--- config.mk ---
export PLATFORM = sky130hd
export DESIGN_NAME = ddr_dma
export DESIGN_NICKNAME = d
export VERILOG_FILES = /design/src/hdl/ddr_port_pkg.sv /design/src/hdl/dma_ctrl_pkg.sv /design/src/hdl/ddr_dma.sv
export SDC_FILE = /design/constraint.sdc
export NUM_CORES = 1
export LEC_CHECK = 0
export BUFFER_PORTS_ARGS = -buffer_cell sky130_fd_sc_hd__buf_2
export CAP_MARGIN = 20
export CORE_MARGIN = 4
export CORE_UTILIZATION = 30
export DETAILED_ROUTE_END_ITERATION = 10
export GPL_ROUTABILITY_DRIVEN = 0
export HOLD_SLACK_MARGIN = 0.1
export PLACE_DENSITY = 0.49
export REMOVE_ABC_BUFFERS = 1
export SLEW_MARGIN = 20
export SYNTH_ARGS = -nofsm -noshare
export SYNTH_HDL_FRONTEND = slang
export SYNTH_SLANG_ARGS = --single-unit
--- constraint.sdc ---
create_clock -name clk -period 8.1 [get_ports clk]
set_input_delay 0 -clock clk [delete_from_list [all_inputs] [get_ports clk]]
set_output_delay 0 -clock clk [all_outputs]
set_load 0.02 [all_outputs]
--- src/hdl/ddr_port_pkg.sv ---
package ddr_port_pkg;

	// User port word and byte address
	localparam int DATA_W = 32;
	localparam int ADDR_W = 30;

	// One command always moves a full burst
	localparam int BURST_LEN   = 16;
	localparam int BURST_BYTES = BURST_LEN * (DATA_W / 8);
	localparam int BURST_CNT_W = $clog2(BURST_LEN + 1);

	// cmd_instr codes
	localparam logic [2:0] CMD_WRITE = 3'd0;
	localparam logic [2:0] CMD_READ  = 3'd1;

	// Model storage in words
	localparam int MEM_WORDS = 1024;
	// Word index taken from byte address bits 11..2
	localparam int WORD_LSB  = 2;
	localparam int WORD_W    = $clog2(MEM_WORDS);

	// Cycles after reset until the port reports calibration done
	localparam int CALIB_CYCLES = 40;

	// Write and read data FIFOs inside the port
	localparam int PORT_FIFO_DEPTH = 32;

endpackage

--- src/hdl/dma_ctrl_pkg.sv ---
package dma_ctrl_pkg;

	// op_type value for blob reads
	// Anything else rereads the block at start_addr
	localparam logic [2:0] OP_BLOB = 3'd0;

	// Host input and output buffers
	localparam int IO_FIFO_DEPTH = 64;
	localparam int COUNT_W       = 7;

	// Engine FSM states
	localparam logic [3:0] ST_IDLE    = 4'd0;
	// Write path: pop a word, take it, check burst end
	localparam logic [3:0] ST_WR_POP  = 4'd1;
	localparam logic [3:0] ST_WR_TAKE = 4'd2;
	localparam logic [3:0] ST_WR_CMD  = 4'd3;
	// Read path, shared by blob and block reads
	localparam logic [3:0] ST_RD_CMD  = 4'd4;
	localparam logic [3:0] ST_RD_POP  = 4'd5;
	localparam logic [3:0] ST_RD_TAKE = 4'd6;
	localparam logic [3:0] ST_RD_NEXT = 4'd7;

endpackage

--- src/hdl/ddr_dma.sv ---
`timescale 1ns/10ps

module ddr_dma (
	input  logic                             clk,
	input  logic                             reset_d,
	input  logic                             writes_en,
	input  logic                             reads_en,
	input  logic                             calib_done,
	input  logic [2:0]                       op_type,
	input  logic [ddr_port_pkg::ADDR_W-1:0]  start_addr,
	// Input buffer
	output logic                             ib_re,
	input  logic [ddr_port_pkg::DATA_W-1:0]  ib_data,
	input  logic [dma_ctrl_pkg::COUNT_W-1:0] ib_count,
	input  logic                             ib_valid,
	// Output buffer
	output logic                             ob_we,
	output logic [ddr_port_pkg::DATA_W-1:0]  ob_data,
	input  logic [dma_ctrl_pkg::COUNT_W-1:0] ob_count,
	// Memory port
	input  logic                             cmd_full,
	output logic                             cmd_en,
	output logic [2:0]                       cmd_instr,
	output logic [ddr_port_pkg::ADDR_W-1:0]  cmd_byte_addr,
	output logic                             wr_en,
	output logic [ddr_port_pkg::DATA_W-1:0]  wr_data,
	output logic                             rd_en,
	input  logic                             rd_empty,
	input  logic [ddr_port_pkg::DATA_W-1:0]  rd_data
);
	import ddr_port_pkg::*;
	import dma_ctrl_pkg::*;

	logic                   write_mode;
	logic                   read_mode;
	logic                   block_mode;
	logic [3:0]             curr_state;
	logic [3:0]             next_state;
	logic [BURST_CNT_W-1:0] burst_cnt;
	logic [ADDR_W-1:0]      wr_ptr;
	logic [ADDR_W-1:0]      rd_ptr;
	logic                   can_write;
	logic                   can_read;
	logic                   wr_issue;
	logic                   rd_issue;

	assign can_write = calib_done && write_mode && (ib_count >= BURST_LEN);
	// The word still in flight on ob_we counts as taken space
	assign can_read = calib_done && read_mode &&
		((ob_count + COUNT_W'(ob_we)) <= COUNT_W'(IO_FIFO_DEPTH - BURST_LEN));
	assign wr_issue = (curr_state == ST_WR_CMD) && (burst_cnt == '0) && !cmd_full;
	assign rd_issue = (curr_state == ST_RD_CMD) && !cmd_full;

	// Enables sampled once
	always_ff @(posedge clk or posedge reset_d) begin
		if (reset_d) begin
			write_mode <= 1'b0;
			read_mode  <= 1'b0;
		end else begin
			write_mode <= writes_en;
			read_mode  <= reads_en;
		end
	end

	always_comb begin
		next_state = curr_state;
		case (curr_state)
			ST_IDLE: begin
				// Writes win when both are ready
				if (can_write)
					next_state = ST_WR_POP;
				else if (can_read)
					next_state = ST_RD_CMD;
			end
			ST_WR_POP:  next_state = ST_WR_TAKE;
			ST_WR_TAKE: if (ib_valid) next_state = ST_WR_CMD;
			ST_WR_CMD: begin
				if (burst_cnt != '0)
					next_state = ST_WR_POP;
				else if (!cmd_full)
					next_state = ST_IDLE;
			end
			ST_RD_CMD:  if (!cmd_full) next_state = ST_RD_POP;
			ST_RD_POP:  if (!rd_empty) next_state = ST_RD_TAKE;
			ST_RD_TAKE: next_state = ST_RD_NEXT;
			ST_RD_NEXT: next_state = (burst_cnt == '0) ? ST_IDLE : ST_RD_POP;
			default:    next_state = ST_IDLE;
		endcase
	end

	always_ff @(posedge clk or posedge reset_d) begin
		if (reset_d) begin
			curr_state <= ST_IDLE;
			burst_cnt  <= '0;
			block_mode <= 1'b0;
			wr_ptr     <= '0;
			rd_ptr     <= '0;
			ib_re      <= 1'b0;
			rd_en      <= 1'b0;
			wr_en      <= 1'b0;
			cmd_en     <= 1'b0;
			ob_we      <= 1'b0;
		end else begin
			curr_state <= next_state;
			// Strobes land in the state that needs them
			ib_re  <= (next_state == ST_WR_POP);
			rd_en  <= (next_state == ST_RD_TAKE);
			wr_en  <= (curr_state == ST_WR_TAKE) && ib_valid;
			ob_we  <= (curr_state == ST_RD_NEXT);
			cmd_en <= wr_issue || rd_issue;
			case (curr_state)
				ST_IDLE: begin
					burst_cnt  <= BURST_CNT_W'(BURST_LEN);
					block_mode <= (op_type != OP_BLOB);
					// Pointers follow start_addr only while fully stopped
					if (!write_mode && !read_mode) begin
						wr_ptr <= start_addr;
						rd_ptr <= start_addr;
					end
				end
				ST_WR_TAKE: if (ib_valid) burst_cnt <= burst_cnt - 1'b1;
				ST_WR_CMD:  if (wr_issue) wr_ptr <= wr_ptr + ADDR_W'(BURST_BYTES);
				ST_RD_CMD:  if (rd_issue && !block_mode) rd_ptr <= rd_ptr + ADDR_W'(BURST_BYTES);
				ST_RD_TAKE: burst_cnt <= burst_cnt - 1'b1;
				default:    ;
			endcase
		end
	end

	// Data and command payload
	always_ff @(posedge clk) begin
		if ((curr_state == ST_WR_TAKE) && ib_valid)
			wr_data <= ib_data;
		if (curr_state == ST_RD_NEXT)
			ob_data <= rd_data;
		if (wr_issue) begin
			cmd_instr     <= CMD_WRITE;
			cmd_byte_addr <= wr_ptr;
		end else if (rd_issue) begin
			cmd_instr     <= CMD_READ;
			cmd_byte_addr <= block_mode ? start_addr : rd_ptr;
		end
	end

endmodule

Word level (Yosys, flattened, before mapping)
Index checks and enable logic that the tools add are counted.
Storage, ports and cells
  bits in registers: 172
  bits of input ports: 119
  output and inout bits: 102
  word-level logic and storage cells: 80
Cells by class
  $add $sub $neg: 4
  order comparisons: 2
  equality and inequality tests: 13
  mux-type cells: 19
  reduce and logical (&&, ||, !) cells: 26
Operators with widths (number)
  $mux 30: 6
  $pmux 30 s2: 2
  $add 30x7->30 const B: 2
  $pmux 4 s8: 1
  $mux 4: 7
  $eq 4x3->1 const B: 5
  $pmux 5 s3: 1
  $logic_and 1x1->1: 10
  $eq 4x1->1 const B: 2
  $eq 4x2->1 const B: 2
  $add 7x1->7: 1
  $ge 7x5->1 const B: 1
  $le 7x6->1 const B: 1
  $ne 2x2->1 const B: 3
  $reduce_and 3->1: 2
  $reduce_bool 2->1: 3
  $reduce_bool 3->1: 2
  $logic_not 5->1: 1
  $mux 5: 1
  $reduce_bool 5->1: 1
  $sub 5x1->5 const B: 1
  $logic_not 1->1: 4
  $logic_not 4->1: 1
  $mux 3: 1
  other kinds (3): 3

Logic depth before layout (Yosys ltp)
Gate-level depths: netlist of run 1.
  word-level depth: 7
  mapped depth: 9
  depth with buffers taken out: 7

Worst setup path before layout of run 1
OpenSTA, ideal clock, no wires.
  path kind: register to register
  from: register curr_state[1]
  to: register wr_data[0] (netlist name) (enable)
  setup time: 0.463 ns
  arrival time: 3.005 ns
  required time: 7.637 ns
  slack: 4.632 ns
  stages on the path, launching flop included: 5
  path buffers: 1
  period minus slack after synthesis: 3.468 ns
  path through: dfrtp_1 > buf_2 > nor2b_1 > nand2_1 > nor3_1
On the way
  cells in the longest elaborated chain, start to end: 2
RTL lines
  start: declaration: RTL line ddr_dma.sv:37  | logic [3:0] curr_state;
  start signal: assignment: RTL line ddr_dma.sv:104  | curr_state <= next_state;
  $eq 4x2->1: RTL line ddr_dma.sv:132  | if ((curr_state == ST_WR_TAKE) && ib_valid)
  $logic_and 1x1->1: RTL line ddr_dma.sv:132
  end signal: assignment: RTL line ddr_dma.sv:133  | wr_data <= ib_data;
  end: declaration: RTL line ddr_dma.sv:26  | output logic [ddr_port_pkg::DATA_W-1:0] wr_data,
Every way passes these cells.
A chain may end at the register's enable or synchronous reset.

Worst setup path in the final report of run 1
  from: register curr_state[0]
  to: register wr_ptr[26]
On the way
  cells in the longest elaborated chain, start to end: 5
  elaborated cells on any way between the ends: 9
  classes of those cells: eq/ne: 3; mux: 1; reduce/logical: 5
RTL lines
  $eq 4x2->1: RTL line ddr_dma.sv:51, ddr_dma.sv:111
  $logic_and 1x1->1 (2 in series): RTL line ddr_dma.sv:51  | assign wr_issue = (curr_state == ST_WR_CMD) && (burst_cnt == '0) && !cmd_full;
  $ne 2x2->1 (no source line)
  $reduce_and 3->1 (no source line)
  end signal: assignment: RTL line ddr_dma.sv:117  | wr_ptr <= start_addr;
  end signal: assignment: RTL line ddr_dma.sv:122  | ST_WR_CMD: if (wr_issue) wr_ptr <= wr_ptr + ADDR_W'(BURST_BYTES);
  end: declaration: RTL line ddr_dma.sv:40  | logic [ADDR_W-1:0] wr_ptr;
Several ways; a longest one is shown, not always the timed one.

==> summary.txt, run 1 <==
Clock network
  – Setup Buffers After CTS: 0
  – Max clock buf depth: 2
  – Post-CTS Hold Fix Bufs: 106
  – Clock net sink count: 172
  – CTS tree: built
  – Clock Pin Slew Worst Setup and Hold Paths: 0.07 ns
  – Max H-tree Level: 4
  – Clk root buf: clkbuf_16
  – Total CTS buffers: 17
  – # resized after CTS: 0
  – Worst-Skew Late Latency: 0.43 ns

Logic synthesis
  – Async SR Flop Fraction: 44.77%
  – Synth warn: 0
  – Synthesized area: 7858 µm²
  – Distinct cells, synth: 66
  – Syn Area/Cell: 10.96 µm²
  – Main flop type after synthesis: edfxtp_1
  – Synth Instances: 717
  – Sequential area share after synthesis: 60.70%
  – #FFs+latches synth: 172
  – EDFF count, synth: 94

Timing
  – Fin crit period: 2.927 ns
  – Final setup viols: 0
  – Relative slew slack: 28.82%
  – Worst-margin pin slew: 1.068 ns
  – RSZ-0062 raised after global routing: false
  – Pins over their slew limit: 0
  – Fmax: 0.3416 GHz
  – Final Hold Fails: 0
  – Skew final: 0.01210 ns
  – Setup TNS: 0 ns
  – Final period util: 36.14%

Critical path
  – CP arrival: 3.28 ns
  – Crit path max-delay cell type: nand2_2
  – Top delay family on crit path: simple AND/OR/NAND/NOR gates
  – Critical path startpoint category: flip-flop
  – CP peak stage delay: 0.67 ns
  – WP buf/inv: 0
  – Worst Setup End Kind: flip-flop
  – Reg2reg setup slack: 5.17 ns
  – CP Depth: 5
  – R2R Path Start: curr_state[0]
  – Critical path required time: 8.45 ns
  – Crit Path Max Fanout: 24
  – Crit-path cells: nor4_2 -> nand2_1 -> nand2_2 -> o221ai_1 -> a31oi_1
  – CP Class: flip-flop to flip-flop
  – Worst r2r dst: wr_ptr[26]
  – Reg2reg path depth: 5

Die
  – Core Rows: 58
  – Chip width: 169.8 µm
  – I/O Pins: 221
  – Starting Density: 30.85%
  – DIE HEIGHT: 169.8 µm
  – Core area: 25,470 µm²
  – Die area: 28,850 µm²

Power
  – Clock network power share: 36.1%
  – Logic gate share of total power: 14.0%
  – Psw: 0.6866 mW
  – Pwr dens: 209.7 nW/µm²
  – Reg power frac: 49.9%
  – P_int: 1.598 mW
  – Peak supply drop: 0.00009302 V
  – Switching share of power: 30.06%
  – Leak: 4.473 nW

Route
  – Pre-antenna DRT Iters: 5
  – # DRC: 0
  – Via density per instance: 4.933
  – DR iter-0 viols: 450
  – Vias: 6,734
  – WL per Instance: 17.39 µm
  – Final wirelength: 23,730 µm
  – Antenna Nets Post-Route: 0

Min path
  – HP Class: input port to flip-flop
  – Min-delay src: ib_count[6]
  – Hold-critical path endpoint: curr_state[0]
  – Hold Path Stages: 4

Global route
  – GRT Total Usage: 16.13%
  – Initial antenna violation count: 0
  – Number of global-route vias before repair: 6,599
  – First-pass GRT wire length: 36,950 µm
  – Pin count of the biggest net entering global routing: 77
  – Grt ovf: 0

Layout
  – Commonest non-fill, non-tap cell in the layout: buf_2
  – Antenna diode instance count: 0
  – Layout Utilization: 42.77%
  – Share of cells above drive strength 1: 26.57%
  – Fill count: 2,441
  – Most frequent cells in the layout: 214 x buf_2, 109 x nand2_1, 106 x dlygate4sd3_1
  – Layout Nets: 1,146
  – Area Overhead vs Synth: 38.65%

Job
  – Max Cap Viol: 0

Status
  – Status: completed

Place
  – Port bufs: 214
  – Hpwl dp: 15,930 µm
power by group through the flow:
| stage | combinational (mW) | clock (mW) | sequential [mW] |
|---|---|---|---|
| final | 0.319 | 0.825 | 1.14 |
| after global routing | 0.359 | 0.894 | 1.16 |
| after CTS | 0.322 | 0.855 | 1.14 |
| after detailed placement | 0.279 | 0 | 1.16 |
| after global placement | 0.275 | 0 | 1.15 |
| after floorplan | 0.187 | 0 | 1.13 |
flip-flops by register name, summed over array words and instances (netlist names):
signal         flops
write_mode         1
ob_we              1
read_mode          1
ob_data           32
curr_state         4
wr_ptr            30
wr_en              1
cmd_instr          1
cmd_byte_addr     30
rd_ptr            30
block_mode         1
ib_re              1
wr_data           32
cmd_en             1
burst_cnt          5
rd_en              1
worst min-delay path, delay by kind of cell:
kind,cells,cell delay (ns)
buffers and inverters,1,0.07
AO/OA/AOI/OAI,1,0.21
AND/OR/NAND/NOR,2,0.27
cell type report:
| cell class | instances | area (µm²) | share of cell area, % |
|---|---|---|---|
| clock buffers | 17 | 425.4 | 3.905 |
| inverters | 11 | 42.54 | 0.3905 |
| flip-flops and latches | 172 | 4771 | 43.79 |
| clock inverters | 15 | 162.7 | 1.493 |
| repair buffers | 331 | 2218 | 20.36 |
| multi-input cells | 489 | 2861 | 26.27 |
| well taps | 330 | 412.9 | 3.790 |
Yosys cell counts, types with 3 or more instances:
library cell | count | area, µm²
a211oi_1 | 3 | 22.52
a21oi_1 | 57 | 285.3
a22oi_1 | 3 | 22.52
a2bb2oi_1 | 9 | 78.83
a31oi_1 | 9 | 56.30
a41oi_1 | 3 | 26.28
and3_1 | 8 | 50.05
and4_1 | 4 | 35.03
buf_2 | 7 | 35.03
buf_4 | 5 | 37.54
clkbuf_1 | 31 | 116.4
dfrtp_1 | 77 | 1927
edfxtp_1 | 94 | 2823
ha_1 | 5 | 62.56
inv_1 | 11 | 41.29
mux2i_1 | 32 | 320.3
nand2_1 | 109 | 409.1
nand2b_1 | 3 | 18.77
nand3_1 | 26 | 130.1
nand4_1 | 17 | 106.4
nor2_1 | 43 | 161.4
nor3_1 | 16 | 80.08
nor4_1 | 6 | 37.54
nor4b_1 | 3 | 26.28
o21ai_0 | 49 | 245.2
o21ai_1 | 5 | 25.02
o22a_1 | 5 | 43.79
o22ai_1 | 19 | 118.9
o2bb2a_1 | 3 | 30.03
or3_1 | 6 | 37.54
per-stage QoR:
| stage | hold slack [ns] | setup slack (ns) | cells | total power, mW | instance area, µm² |
|---|---|---|---|---|---|
| 6_report | 0.1565 | 5.173 | 1365 | 2.284 | 10890 |
| 3_5_place_dp | -0.1598 | 5.206 | 1227 | 1.435 | 9241 |
| 4_1_cts | 0.1683 | 5.158 | 1365 | 2.315 | 10890 |
| 5_1_grt | 0.1968 | 4.949 | 1365 | 2.410 | 10890 |
| 2_1_floorplan | 0.03143 | 4.280 | 672 | 1.314 | 7646 |
| 3_3_place_gp | -0.1598 | 5.228 | 1227 | 1.429 | 9241 |
routing by layer:
| layer | GRT usage (%) | vias up | routed length (µm) |
|---|---|---|---|
| met4 | 4.375 | 0 | 352 |
| met3 | 3.066 | 31 | 1297 |
| li1 | - | 3280 | - |
| met5 | 0 | - | 0 |
| met1 | 22.25 | 3216 | 10870 |
| met2 | 26.17 | 207 | 11210 |
how the worst max path moves through the flow:
stage,start,to,slack (ns)
floorplan,curr_state[3],wr_ptr[25],4.28
global placement,curr_state[1],wr_ptr[26],5.23
detailed placement,curr_state[1],wr_ptr[26],5.21
CTS,curr_state[1],wr_ptr[26],5.16
global route,curr_state[0],wr_ptr[26],4.95
finish,curr_state[0],wr_ptr[26],5.17
logic make-up (layout without fill, tap and decap cells):
group | Yosys count | in the layout | synth area share [%]
flip-flops | 172 | 172 | 60.70
multiplexers | 32 | 32 | 4.076
AND/OR/NAND/NOR | 259 | 259 | 16.13
adder cells (fa/ha/maj) | 5 | 5 | 0.7962
other | 1 | 3 | 0.04772
XOR/XNOR | 4 | 4 | 0.4459
buffers and inverters | 58 | 374 | 3.312
AO/OA/AOI/OAI | 186 | 186 | 14.49
Note: power is estimated with default switching activity, not from simulation.
==> run 2, diff against run 1 <==
Clock period 8.1 ns to 2.9 ns, I/O delays scaled along.
==> run 2 against run 1 <==
Die area unchanged. Hold slack worse by 0.0076 ns. Highest routed layer unchanged. Largest cell class unchanged. Critical endpoint is now curr_state[2]. Non-clock buffer count is 15 higher. Via count did not move. Combinational power grew to 2.9 times the previous value. Clock skew rose by 0.0053 ns. First-iteration DRC count rose by 6.0%.
==> summary.txt, run 2 (synthesis gave the netlist of run 1 again) <==
Clock network
  – Max H-tree Level: 4
  – Max clock buf depth: 2
  – Total CTS buffers: 17
  – # resized after CTS: 0
  – CTS tree: built
  – Clock Pin Slew Worst Setup and Hold Paths: 0.07 ns
  – Clock net sink count: 172
  – Worst-Skew Late Latency: 0.43 ns
  – Clk root buf: clkbuf_16

Place
  – Port bufs: 214
  – Placement Setup Slack: 0.4205 ns
  – Placed inst area: 9374 µm²
  – Hpwl dp: 16,520 µm

Critical path
  – R2R Path Start: ob_we
  – Reg2reg path depth: 8
  – CP peak stage delay: 0.56 ns
  – Setup crit end: curr_state[2]
  – Top delay family on crit path: buffers and inverters
  – Critical path required time: 3.20 ns
  – Crit path max-delay cell type: dlygate4sd3_1
  – Crit-path cells: ha_1 -> ha_1 -> and3_1 -> nand3_1 -> xor2_1 -> dlygate4sd3_1 -> a41o_1 -> dlygate4sd3_1
  – Crit Path Max Fanout: 5
  – Crit path launch: ob_we
  – Critical path startpoint category: flip-flop
  – WP buf/inv: 2
  – CP arrival: 2.88 ns
  – Worst r2r dst: curr_state[2]
  – CP Depth: 8
  – Worst Setup End Kind: flip-flop
  – Reg2reg setup slack: 0.32 ns
  – CP Class: flip-flop to flip-flop

Die
  – I/O Pins: 221
  – Starting Density: 30.85%
  – DIE HEIGHT: 169.8 µm
  – Die area: 28,850 µm²
  – Core area: 25,470 µm²
  – Chip width: 169.8 µm
  – Core Rows: 58

Layout
  – Layout Nets: 1,161
  – Area Overhead vs Synth: 40.21%
  – Most frequent cells in the layout: 214 x buf_2, 109 x nand2_1, 105 x dlygate4sd3_1
  – Layout Utilization: 43.25%
  – Commonest non-fill, non-tap cell in the layout: buf_2
  – Share of cells above drive strength 1: 27.71%
  – Largest regs: ob_data: 32 flops, wr_data: 32 flops
  – Finished Cell Area: 11,020 µm²

Timing
  – Final Hold Fails: 0
  – Skew final: 0.01740 ns
  – Final period util: 88.91%
  – RSZ-0062 raised after global routing: false
  – Relative slew slack: 44.51%
  – Final setup viols: 0
  – Setup slack after layout: 0.3216 ns
  – Fin crit period: 2.578 ns
  – Fmax: 0.3878 GHz
  – Worst-margin pin slew: 0.8315 ns
  – Pins over their slew limit: 0
  – Hold_ws: 0.1488 ns

Route
  – Vias: 6,734
  – Via density per instance: 4.876
  – Final wirelength: 24,060 µm
  – # DRC: 0
  – Antenna Nets Post-Route: 0
  – WL per Instance: 17.42 µm
  – Pre-antenna DRT Iters: 5
  – DR iter-0 viols: 477

Job
  – Max Cap Viol: 0

Global route
  – Number of global-route vias before repair: 6,709
  – First-pass GRT wire length: 37,350 µm
  – Initial antenna violation count: 1
  – GRT Total Usage: 16.39%
  – Grt ovf: 0
  – Pin count of the biggest net entering global routing: 46

Status
  – Status: completed

Min path
  – HP Class: input port to flip-flop

Power
  – Leak: 4.552 nW
  – Pwr dens: 580.5 nW/µm²
  – Peak supply drop: 0.0002671 V
  – Tot Pwr: 6.396 mW
## run 2: worst min-delay path by stage
stage	start	endpoint	slack, ns	depth (start not counted)
floorplan	reads_en	read_mode	0.03	0
global placement	reset_d	wr_en	0.11	2
detailed placement	reset_d	wr_en	0.11	2
CTS	ib_count[6]	curr_state[0]	0.19	4
global route	writes_en	write_mode	0.23	2
finish	ib_count[6]	curr_state[0]	0.15	4
## run 2: area by class of cell
cell class	instances	area, µm²
clock inverters	15	163.9
inverters	11	42.54
well taps	330	412.9
clock buffers	17	425.4
flip-flops and latches	172	4771
diodes	1	2.502
multi-input cells	489	2861
fillers	2458	14460
repair buffers	346	2337
## run 2: power breakdown
part | internal [mW] | switching [mW] | total [mW] | leakage [nW]
Clock | 1.16 | 1.13 | 2.30 | 0.285
Combinational | 0.470 | 0.469 | 0.939 | 2.51
Sequential | 2.84 | 0.321 | 3.16 | 1.76
## run 2: routing by layer
| layer | share of wire, % | up-vias | wire [µm] | track usage, % |
|---|---|---|---|---|
| met2 | 48 | 197 | 11490 | 26.83 |
| met1 | 46 | 3205 | 10990 | 22.20 |
| met3 | 4.9 | 26 | 1178 | 3.043 |
| met5 | 0 | - | 0 | 0 |
| li1 | - | 3306 | - | - |
| met4 | 1.7 | 0 | 400 | 5.040 |
## run 2: through the flow
| step | std cells | setup TNS, ns |
|---|---|---|
| global placement | 1243 | 0 |
| CTS | 1380 | 0 |
| detailed placement | 1243 | 0 |
| global route | 1381 | 0 |
| finish | 1381 | 0 |
| floorplan | 672 | -72.50 |
## run 2: worst min-delay path, delay by kind of cell
kind | cells | cell delay [ns]
AOI/OAI and AO/OA | 1 | 0.19
buffers and inverters | 1 | 0.08
and+or+nand+nor | 2 | 0.27
## run 2: what timing repair did
action | in CTS | in global routing
endpoints found under the setup margin | 0 | 0
buffers inserted | 0 | 0
hold endpoints to repair | 196 | 0
hold buffers | 105 | 0
==> run 3, diff against run 2 <==
Settings changed: GPL_TIMING_DRIVEN set to 0.
==> run 3 against run 2 <==
Design area up 0.52%. Clock power about the same. First-iteration DRC count fell by 2.5%. Hold slack got worse by 0.013 ns. Clock skew down 0.00097 ns. Die area stayed put. Critical path depth fell by 3. Power rose by 0.14%. Sequential share of layout area down 0.23 points. Global-route usage fell by 0.21 points.
==> summary.txt, run 3 (synthesis gave the netlist of run 1 again) <==
Layout
  – Antenna diode instance count: 0
  – Fill count: 2,416
  – Share of cells above drive strength 1: 27.64%
  – Largest regs: ob_data: 32 flops, wr_data: 32 flops
  – Commonest non-fill, non-tap cell in the layout: buf_2
  – Area Overhead vs Synth: 40.94%
  – Layout Nets: 1,153
  – Finished Cell Area: 11,070 µm²
  – Most frequent cells in the layout: 215 x buf_2, 108 x nand2_1, 105 x dlygate4sd3_1
  – Register area: 4771 µm²
  – Footprint of the multi-input gates: 2889 µm²

Power
  – Peak supply drop: 0.0003533 V
  – Pwr dens: 578.3 nW/µm²
  – Leak: 4.544 nW
  – Tot Pwr: 6.405 mW

Min path
  – Hold-critical path endpoint: curr_state[0]
  – Hold Path Stages: 4
  – HP Class: input port to flip-flop
  – Min-delay src: ib_count[6]

Clock network
  – Worst-Skew Late Latency: 0.44 ns
  – Clock net sink count: 172
  – Max clock buf depth: 2
  – Clock Pin Slew Worst Setup and Hold Paths: 0.07 ns
  – Total CTS buffers: 17
  – CTS tree: built
  – Max H-tree Level: 4
  – Clk root buf: clkbuf_16

Global route
  – Pin count of the biggest net entering global routing: 40
  – GRT Total Usage: 16.18%
  – Number of global-route vias before repair: 6,497
  – Grt ovf: 0
  – Initial antenna violation count: 0
  – First-pass GRT wire length: 36,780 µm

Job
  – Max Cap Viol: 0

Timing
  – Pins over their slew limit: 0
  – Skew final: 0.01643 ns
  – Hold_ws: 0.1358 ns
  – Final period util: 94.45%
  – Worst-margin pin slew: 0.8333 ns
  – Final setup viols: 0
  – RSZ-0062 raised after global routing: false
  – Final Hold Fails: 0
  – Fin crit period: 2.739 ns
  – Fmax: 0.3651 GHz
  – Relative slew slack: 43.94%

Route
  – WL per Instance: 17.39 µm
  – Final wirelength: 23,860 µm
  – DR iter-0 viols: 465
  – # DRC: 0
  – Pre-antenna DRT Iters: 7
  – Vias: 6,746
  – Antenna Nets Post-Route: 0
  – Via density per instance: 4.917

Critical path
  – CP Class: flip-flop to flip-flop
  – CP arrival: 3.06 ns
  – Reg2reg setup slack: 0.16 ns
  – R2R Path Start: curr_state[0]
  – Reg2reg path depth: 5
  – Worst Setup End Kind: flip-flop
  – Worst r2r dst: wr_ptr[25]
  – Critical path required time: 3.23 ns
  – Crit Path Max Fanout: 18
  – Critical path startpoint category: flip-flop

Die
  – Core Rows: 58
  – Chip width: 169.8 µm
  – Core area: 25,470 µm²
  – DIE HEIGHT: 169.8 µm
  – I/O Pins: 221
  – Die area: 28,850 µm²
  – Starting Density: 30.85%

Status
  – Status: completed

Place
  – Hpwl dp: 16,900 µm
  – Port bufs: 214
  – Placed inst area: 9425 µm²
[run 3: cell types whose count changed in the layout (fill, tap and decap cells not counted), sizes merged]
cell / change
diode: -1
buf: -8
inv: +1
clkinvlp: -1
[run 3: worst max path at each step]
stage / startpoint / end / slack [ns] / cells after the start
after floorplan: curr_state[3] / wr_ptr[25] / -0.92 / 5
after global placement: curr_state[0] / wr_ptr[25] / -3.30 / 5
after detailed placement: curr_state[1] / rd_ptr[22] / -0.31 / 4
after CTS: curr_state[1] / rd_ptr[22] / 0.02 / 4
after global routing: curr_state[0] / wr_ptr[25] / 0.04 / 5
final: curr_state[0] / wr_ptr[25] / 0.16 / 5
[run 3: metal layers]
layer | GRT usage, % | vias up | share of wire, %
li1 | - | 3303 | -
met1 | 22.28 | 3204 | 45
met2 | 26.43 | 216 | 48
met3 | 3.066 | 23 | 5.8
met4 | 4.130 | 0 | 1.0
met5 | 0 | - | 0
[run 3: stage by stage]
stage | cells | utilization (%) | TNS (ns) | setup slack, ns
2_1_floorplan | 672 | - | -72.50 | -0.9199
5_1_grt | 1372 | 43.48 | 0 | 0.04139
6_report | 1372 | 43.48 | 0 | 0.1610
3_3_place_gp | 1216 | 35.84 | -351.21 | -3.298
3_5_place_dp | 1235 | 37.00 | -4.097 | -0.3075
4_1_cts | 1372 | 43.47 | 0 | 0.01626
[run 3: where the power goes]
| part | internal, mW | switching [mW] |
|---|---|---|
| registers | 2.84 | 0.316 |
| logic | 0.469 | 0.472 |
| clock network | 1.17 | 1.14 |
[run 3: area by class of cell]
type                       count  share of cell area, %
inverter                      11                 0.3954
clock inverter                15                  1.514
multi-input combinational    489                  26.09
clock buffer                  17                  3.841
timing repair buffer         338                  21.35
tap                          330                  3.728
sequential                   172                  43.08
[run 3: worst max-delay path, cell delays in order (launching register included)]
cell and delay, ns:
dfrtp_1 0.53, or4_1 0.75, nor3_4 0.53, nor2_2 0.30
o32a_1 0.41, o21a_1 0.10
[run 3: timing repair]
action                     4_1_cts  5_1_grt
setup endpoints to repair       21        8
hold endpoints to repair       243        0
resized for setup                2        1
hold buffers                   105        0
gates cloned                     0        0
buffers inserted                 0        0
